### src/hw/merge_settings.svh
/*
 * Build-time sizes for the two-stream merge.
 * Include wherever the word width or FIFO depth is needed.
 */
`ifndef MERGE_SETTINGS_SVH
`define MERGE_SETTINGS_SVH

// Width of one stream word
`define MERGE_DATA_W 64

// Entries per shift FIFO, kept small since occupancy is one-hot
`define MERGE_FIFO_DEPTH 4

`endif
### src/hw/merge_pkg.sv
/*
 * Types shared by the merge arbiter and the top level.
 * Referenced by scoped name in port lists, imported inside module bodies.
 */
package merge_pkg;

   // Which stream wins the next tie
   typedef enum logic {
      GRANT_A = 1'b0,
      GRANT_B = 1'b1
   } arb_state_e;

   // Source tag carried with every merged word
   typedef enum logic {
      SRC_A = 1'b0,
      SRC_B = 1'b1
   } src_e;

endpackage

### src/hw/stream_merge_top.sv
/*
 * Two-stream merge: one shift FIFO per input stream feeding the
 * alternating arbiter. Push to out_valid is 3 cycles when uncontended.
 */
`timescale 1ns/1ps
`include "merge_settings.svh"

module stream_merge_top (
   input  logic                     clk,
   input  logic                     arst_n,
   input  logic [`MERGE_DATA_W-1:0] in_data_a,
   input  logic                     in_valid_a,
   input  logic [`MERGE_DATA_W-1:0] in_data_b,
   input  logic                     in_valid_b,
   input  logic                     out_stall,
   output logic [`MERGE_DATA_W-1:0] out_data,
   output merge_pkg::src_e          out_src,
   output logic                     out_valid,
   output logic                     err_a,
   output logic                     err_b
);

   logic [`MERGE_DATA_W-1:0] data_a;
   logic [`MERGE_DATA_W-1:0] data_b;
   logic                     data_valid_a;
   logic                     data_valid_b;
   logic                     empty_a;
   logic                     empty_b;
   logic                     full_a;     // Status only, overflow shows on err_a
   logic                     full_b;
   logic                     pop_a;
   logic                     pop_b;

   shift_fifo fifo_a (
      .clk            (clk),
      .arst_n         (arst_n),
      .data_in        (in_data_a),
      .data_in_valid  (in_valid_a),
      .pop_fifo       (pop_a),
      .data_out       (data_a),
      .data_out_valid (data_valid_a),
      .fifo_empty     (empty_a),
      .fifo_full      (full_a),
      .err            (err_a)
   );

   shift_fifo fifo_b (
      .clk            (clk),
      .arst_n         (arst_n),
      .data_in        (in_data_b),
      .data_in_valid  (in_valid_b),
      .pop_fifo       (pop_b),
      .data_out       (data_b),
      .data_out_valid (data_valid_b),
      .fifo_empty     (empty_b),
      .fifo_full      (full_b),
      .err            (err_b)
   );

   merge_arbiter arb (
      .clk          (clk),
      .arst_n       (arst_n),
      .out_stall    (out_stall),
      .empty_a      (empty_a),
      .empty_b      (empty_b),
      .data_a       (data_a),
      .data_b       (data_b),
      .data_valid_a (data_valid_a),
      .data_valid_b (data_valid_b),
      .pop_a        (pop_a),
      .pop_b        (pop_b),
      .out_data     (out_data),
      .out_src      (out_src),
      .out_valid    (out_valid)
   );

endmodule

### src/hw/merge_arbiter.sv
/*
 * Pops at most one of two FIFOs per clock, taking turns when both hold
 * data, and registers the returning word with its source tag.
 * Pops stop while out_stall is high; words already popped still emerge.
 */
`timescale 1ns/1ps
`include "merge_settings.svh"

module merge_arbiter (
   input  logic                     clk,
   input  logic                     arst_n,
   input  logic                     out_stall,
   input  logic                     empty_a,
   input  logic                     empty_b,
   input  logic [`MERGE_DATA_W-1:0] data_a,
   input  logic [`MERGE_DATA_W-1:0] data_b,
   input  logic                     data_valid_a,
   input  logic                     data_valid_b,
   output logic                     pop_a,
   output logic                     pop_b,
   output logic [`MERGE_DATA_W-1:0] out_data,
   output merge_pkg::src_e          out_src,
   output logic                     out_valid
);

   import merge_pkg::*;

   arb_state_e state;           // Stream favored on the next tie

   // Empty flags already reflect last cycle's pop, so back-to-back pops are safe
   assign pop_a = ~out_stall & ~empty_a & (empty_b | (state == GRANT_A));
   assign pop_b = ~out_stall & ~empty_b & (empty_a | (state == GRANT_B));

   // Favor the other stream after each pop
   always_ff @(posedge clk or negedge arst_n) begin
      if (!arst_n) begin
         state <= GRANT_A;
      end else if (pop_a) begin
         state <= GRANT_B;
      end else if (pop_b) begin
         state <= GRANT_A;
      end
   end

   // Output stage; at most one FIFO returns a word per cycle
   always_ff @(posedge clk) begin
      if (data_valid_a) begin
         out_data <= data_a;
         out_src  <= SRC_A;
      end else if (data_valid_b) begin
         out_data <= data_b;
         out_src  <= SRC_B;
      end
   end

   always_ff @(posedge clk or negedge arst_n) begin
      if (!arst_n) begin
         out_valid <= 1'b0;
      end else begin
         out_valid <= data_valid_a | data_valid_b;
      end
   end

endmodule

### src/hw/shift_fifo.sv
/*
 * Shift-register FIFO with one-hot occupancy. Words enter at slot 0 and
 * move up on each push; a pop registers the oldest word into data_out.
 * err pulses for one cycle on overflow or underflow.
 */
`timescale 1ns/1ps
`include "merge_settings.svh"

module shift_fifo (
   input  logic                     clk,
   input  logic                     arst_n,
   input  logic [`MERGE_DATA_W-1:0] data_in,
   input  logic                     data_in_valid,
   input  logic                     pop_fifo,
   output logic [`MERGE_DATA_W-1:0] data_out,
   output logic                     data_out_valid,
   output logic                     fifo_empty,
   output logic                     fifo_full,
   output logic                     err
);

   localparam int W     = `MERGE_DATA_W;
   localparam int DEPTH = `MERGE_FIFO_DEPTH;

   logic [W-1:0]   q [DEPTH];    // Slot 0 is the newest word
   logic [DEPTH:0] occ;          // One-hot fill level
   logic [DEPTH:0] occ_next;
   logic [W-1:0]   oldest;       // Word a pop would take now
   logic           push_ok;
   logic           pop_ok;
   logic           err_next;

   assign fifo_empty = occ[0];
   assign fifo_full  = occ[DEPTH];

   // Pop only counts with something stored
   assign pop_ok  = pop_fifo & ~fifo_empty;
   // Full FIFO still takes a push if a pop frees a slot
   assign push_ok = data_in_valid & (~fifo_full | pop_ok);

   // Overflow without a pop, or underflow
   assign err_next = (data_in_valid & fifo_full & ~pop_fifo) |
                     (pop_fifo & fifo_empty);

   // With n entries the oldest sits in slot n-1
   always_comb begin
      oldest = q[0];
      for (int i = 1; i <= DEPTH; i++) begin
         if (occ[i]) begin
            oldest = q[i-1];
         end
      end
   end

   always_comb begin
      occ_next = occ;                       // Hold, or push and pop together
      if (push_ok && !pop_ok) begin
         occ_next = occ << 1;
      end else if (pop_ok && !push_ok) begin
         occ_next = occ >> 1;
      end
   end

   // Fill level
   always_ff @(posedge clk or negedge arst_n) begin
      if (!arst_n) begin
         occ <= {{DEPTH{1'b0}}, 1'b1};      // Empty
      end else begin
         occ <= occ_next;
      end
   end

   // Storage shifts up by one on every accepted push
   always_ff @(posedge clk) begin
      if (push_ok) begin
         q[0] <= data_in;
         for (int i = 1; i < DEPTH; i++) begin
            q[i] <= q[i-1];
         end
      end
   end

   // Output word, taken before any same-cycle push lands
   always_ff @(posedge clk) begin
      if (pop_ok) begin
         data_out <= oldest;
      end
   end

   always_ff @(posedge clk or negedge arst_n) begin
      if (!arst_n) begin
         data_out_valid <= 1'b0;
         err            <= 1'b0;
      end else begin
         data_out_valid <= pop_ok;           // One cycle after the pop
         err            <= err_next;
      end
   end

endmodule

### config.mk
export PLATFORM = sky130hd
export DESIGN_NAME = stream_merge_top
export DESIGN_NICKNAME = d
export VERILOG_FILES = /design/src/hw/merge_pkg.sv /design/src/hw/stream_merge_top.sv /design/src/hw/merge_arbiter.sv /design/src/hw/shift_fifo.sv
export VERILOG_INCLUDE_DIRS = /design/src /design/src/hw
export SDC_FILE = /design/constraint.sdc
export NUM_CORES = 1
export LEC_CHECK = 0
export ABC_AREA = 1
export BUFFER_PORTS_ARGS = -buffer_cell sky130_fd_sc_hd__clkbuf_2
export CAP_MARGIN = 20
export CORE_MARGIN = 8
export CORE_UTILIZATION = 60
export DETAILED_ROUTE_END_ITERATION = 8
export PLACE_DENSITY_LB_ADDON = 0.15
export SYNTH_ARGS = -nofsm -noshare
export SYNTH_HDL_FRONTEND = slang
export SYNTH_SLANG_ARGS = --single-unit
### constraint.sdc
create_clock -name clk -period 39.1 [get_ports clk]
set_input_delay 3.91 -clock clk [delete_from_list [all_inputs] [get_ports clk]]
set_output_delay 3.91 -clock clk [all_outputs]
set_load 0.01 [all_outputs]
After elaboration in Yosys (flattened, before gate mapping)
Memories as Yosys holds them, arrays and structs flattened.
Index checks and enable logic that the tools add are counted.
{"block": "totals", "regBits": 209, "latchBits": 0, "mem_bits_rw": 512, "rom_bits": 0, "input_bits": 133, "out_inout_bits": 68, "elab_cells": 73, "memories": 2}
{"block": "op_classes", "addsub": 0, "n_mul": 0, "n_div": 0, "order_cmp": 0, "eq_ne": 0, "shift": 0, "n_mux": 18, "bitwise_logic": 29, "reduce_logical": 12}
{"memory": "fifo_a.q", "words": 4, "width": 64, "rd": 4, "rd_ports_with_merged_regs": 0, "wr": 4, "line": "shift_fifo.sv:25", "rtl": "logic [W-1:0] q [DEPTH];"}
{"memory": "fifo_b.q", "words": 4, "width": 64, "rd": 4, "rd_ports_with_merged_regs": 0, "wr": 4, "line": "shift_fifo.sv:25"}
{"op": "$mux 64", "n": 8}
{"op": "$mux 5", "n": 4}
{"op": "$and 1x1->1", "n": 14}
{"op": "$not 1->1", "n": 8}
{"op": "$reduce_bool 2->1", "n": 4}
{"op": "$or 1x1->1", "n": 7}
{"op": "$mux 1", "n": 6}
{"op": "$logic_and 1x1->1", "n": 4}
{"op": "$logic_not 1->1", "n": 4}

Depth between registers and ports, before layout
{"block": "depth", "ltp_word": 10, "depth_mapped": 9, "depth_no_buf": 9}

Hierarchy
A second synthesis with hierarchy kept.
{"block": "unflattened", "cells_unflattened": 2110, "area_unflattened_um2": 27522.6}
{"module": "shift_fifo", "n_inst": 2, "cells_each": 912, "area_per_inst_um2": 12329.3, "seq_area_each_um2": 9785.6}
{"module": "merge_arbiter", "n_inst": 1, "cells_each": 286, "area_per_inst_um2": 2864.0, "seq_area_each_um2": 1991.9}

Least setup slack after synthesis
No wires, ideal clock.
{"block": "synth_path", "path_kind": "in2reg", "from": "in out_stall", "to": "reg fifo_b.occ[4]", "setup_time_ps": 86, "t_arrival_ps": 25313, "required_time_ps": 39014, "setup_slack_ps": 13701, "path_stages": 7, "n_path_buf": 0, "path_cell_list": "nor2_1 nand2_1 a21boi_0 ha_1 clkinv_1 nand3_1 o21ai_0"}
{"block": "synth_between", "elab_chain_cells": 9, "elab_cells_between_ends": 12, "cone_classes": "mux: 1; bitwise: 6; reduce/logical: 5"}
{"element": "start: declaration", "line": "stream_merge_top.sv:15", "rtl": "input logic out_stall,"}
{"element": "$not 1->1 *", "line": "merge_arbiter.sv:32", "rtl": "assign pop_b = ~out_stall & ~empty_b & (empty_a | (state == GRANT_B));"}
{"element": "$and 1x1->1 * (2 in a row)", "line": "merge_arbiter.sv:32"}
{"element": "$and 1x1->1 *", "line": "shift_fifo.sv:37", "rtl": "assign pop_ok = pop_fifo & ~fifo_empty;"}
{"element": "$or 1x1->1 *", "line": "shift_fifo.sv:39", "rtl": "assign push_ok = data_in_valid & (~fifo_full | pop_ok);"}
{"element": "$and 1x1->1 *", "line": "shift_fifo.sv:39"}
{"element": "named net fifo_b.push_ok", "line": "shift_fifo.sv:29", "rtl": "logic push_ok;"}
{"element": "$logic_not 1->1", "line": "shift_fifo.sv:59", "rtl": "end else if (pop_ok && !push_ok) begin"}
{"element": "$logic_and 1x1->1", "line": "shift_fifo.sv:59"}
{"element": "$reduce_bool 2->1 (no source line)"}
{"element": "end signal: assignment", "line": "shift_fifo.sv:67", "rtl": "occ <= {{DEPTH{1'b0}}, 1'b1};"}
{"element": "end signal: assignment", "line": "shift_fifo.sv:69", "rtl": "occ <= occ_next;"}
{"element": "end: declaration", "line": "shift_fifo.sv:26", "rtl": "logic [DEPTH:0] occ;"}
Mark *: on every way through the listed nets, which the timed path passes. The rest lies on a longest branch.
A chain may end at the register's enable or synchronous reset.

==> metrics.txt <==
GRT Overall Usage=21.28%; largest net degree at the start of global routing=90; cell area after layout=just over 30000 um2; Routability Congestion=a little under 0.8; CTS tree=built; nets@finish=between 2000 and 2500; VDD IR max=about 0.000073 V; Clk pin slew, worst setup/hold paths=0.06 ns; synth warn=0; Synth area leaders=edfxtp_1 77%, nand2_1 12%, nand3_1 2.5%; worst-path fanout max=73; final setup fails=0; Antenna Violating Nets Remaining=0; Worst setup SP type=input port; Critical Path End Type=flip-flop; CTS max path bufs=3; Die H=between 200 and 250 um; CTS root buf=clkbuf_16; Hold Buf Count CTS=0; Pins Over Slew Limit=0; core area=around 45000 um2; P_leak=approximately 0.013 uW; Setup TNS=0 ns; Area after DPL=approximately 29000 um2; count leader, synth=nand2_1; DRC=0; DRT Pass-1 Iters=5; Core Rows=78; Post-Route WL=roughly 57 mm; commonest cells in the netlist=850 x nand2_1, 704 x edfxtp_1, 141 x inv_1; sequential fraction of the synthesis area=between 70% and 80%; EDFF count, synth=slightly above 700; max_slew headroom=between 20% and 30%; RSZ-0062 raised after global routing=no; max cap viols=0; Setup CP Type=in -> reg; synth unique cells=21; port bufs=200; FMAX=about 150 MHz; full die area=between 50000 and 60000 um2; Via density=between 5 and 6; Syn Area/Cell=13.06 um2; Synth area leader=edfxtp_1; Worst-Margin Slew=about 1.1 ns; Clock Skew=0.02908 ns; number of I/O pins=201; DRT iter0 DRCs=~1500; Net Count, Synth=2245; post-synthesis async set-or-reset flop share=under 10%; # clock sinks=721; Post-Synthesis Cells=around 2100; ys flop type=edfxtp_1; netlist area before placement=approximately 28000 um2; share of cells above drive strength 1=between 10% and 20%; initial antenna violation count=0; cts repair resizes=0; shortest period the worst path allows=6.499 ns; diode count=0; area of the multi-input gates=approximately 4700 um2; final cell count without fillers=between 2000 and 3000; setup bufs post-CTS=0; Final Hold Fails=0; Pwr per Cell Area=between 80 and 90 nW/um2; final worst-path cycle share=around 17%; placed instance count=between 2000 and 3000; Fill cells=around 3200; Seq. cell area=21580 um2; vias in the first global route=16110; WP data required=39.30 ns; vias post-DR=roughly 16000; min-delay worst type=reg -> reg; H-tree level count=3; first-pass GRT wire length=just under 90 mm; share of the synthesized area in the top cell type=about 77%; Initial Util=60.68%; dpl hpwl=32.25 mm; drt wl/cell=19.21 um; FF+latch count, synth=just over 700; status=finished, final reports clean; Worst EP arrival=roughly 6.7 ns; GRT overflow=0; worst-skew pair later-pin latency=about 0.6 ns; CTS buffer count=72; die width=between 200 and 250 um; Layout area overhead=12.64%
cell families after synthesis:
group	count (synthesis)	synth area share [%]
buf+inv	247	4.730
fa+ha+maj	4	0.1818
simple gates	995	14.20
compound gates	141	2.581
flops	721	78.31
registers in the layout, indices dropped and copies added, names as in the netlist, 5 cells and up:
register,count
arb.out_data,64
fifo_a.data_out,64
fifo_b.occ,5
fifo_a.occ,5
fifo_a.q,256
fifo_b.data_out,64
fifo_b.q,256
layout by cell type, fill, tap and decap left out:
master      Yosys  final
dfrtp_1        14      7
buf_4          12     19
clkbuf_2        0    200
a21oi_1       128    128
inv_1         141    139
clkinv_8        0      1
nand2_1       850    850
ha_1            4      4
o21ai_0         9      9
dfstp_2         2      2
buf_16          0      1
a21boi_4        0      2
dfrtp_2         0      2
clkinv_2        0     12
clkinv_1        2     16
bufinv_16       0      3
or2_4           0      1
nor2_1          6      6
clkbuf_8        2      3
dfxtp_1         1      1
inv_6           0      2
clkinvlp_4      0      1
clkbuf_1        7     17
edfxtp_1      704    704
o21ai_1         2      2
nand3_1       138    138
inv_2           5      4
dfrtp_4         0      5
clkbuf_16       0     76
buf_12          0      1
report_power, final:
part           total (uW)  switching [uW]  internal [uW]  leakage (uW)
Sequential           1290             109           1180       0.00700
Combinational         628             448            179       0.00454
Clock                 655             275            380       0.00109
final cells by class:
| cell class | instances | area share [%] |
|---|---|---|
| tap | 600 | 2.420 |
| multi-input combinational | 1140 | 15.14 |
| timing repair buffer | 221 | 3.840 |
| inverter | 148 | 1.803 |
| sequential | 721 | 69.59 |
| clock buffer | 96 | 6.470 |
| clock inverter | 30 | 0.7382 |
path summary, 6_finish.rpt:
kind                                 start  slack, ns         endpoint  depth (start not counted)
hold reg to reg            fifo_a.q[1][32]       0.43  fifo_a.q[2][32]                          0
setup reg to reg             fifo_b.occ[0]      35.42  fifo_a.q[3][31]                          7
setup / recovery                 out_stall      32.60  fifo_a.q[3][31]                          7
hold / removal             fifo_a.q[1][32]       0.43  fifo_a.q[2][32]                          0
max in group asynchronous           arst_n      35.43    fifo_a.occ[3]                          1
min in group asynchronous           arst_n       3.28    fifo_b.occ[4]                          1
worst max-delay path: stages:
cell and delay [ns]:
clkbuf_2 0.09, nor2_1 0.09, nand2_1 0.18, a21boi_4 0.82, buf_4 0.41, buf_16 0.35
buf_4 0.73
per-stage QoR:
stage / util (%) / hold slack [ns] / worst slack [ns] / total power, uW
after floorplan: - / 0.4264 / 13.70 / 1813
after CTS: 68.29 / 0.4372 / 32.30 / 2594
after detailed placement: 63.36 / 0.4317 / 31.67 / 1933
after global placement: 63.32 / 0.4268 / 31.75 / 1903
final: 68.35 / 0.4340 / 32.60 / 2574
after global routing: 68.35 / 0.4426 / 32.43 / 2719
metal layers:
layer  vias up  global-route usage (%)  wire length [um]
li1       7548                       -                 -
met5         -                       0                 0
met3        88                   4.629              3958
met2       541                   34.56             27790
met1      7641                   28.72             23660
met4         0                   6.692              1385
Note: power is estimated with default switching activity, not from simulation.
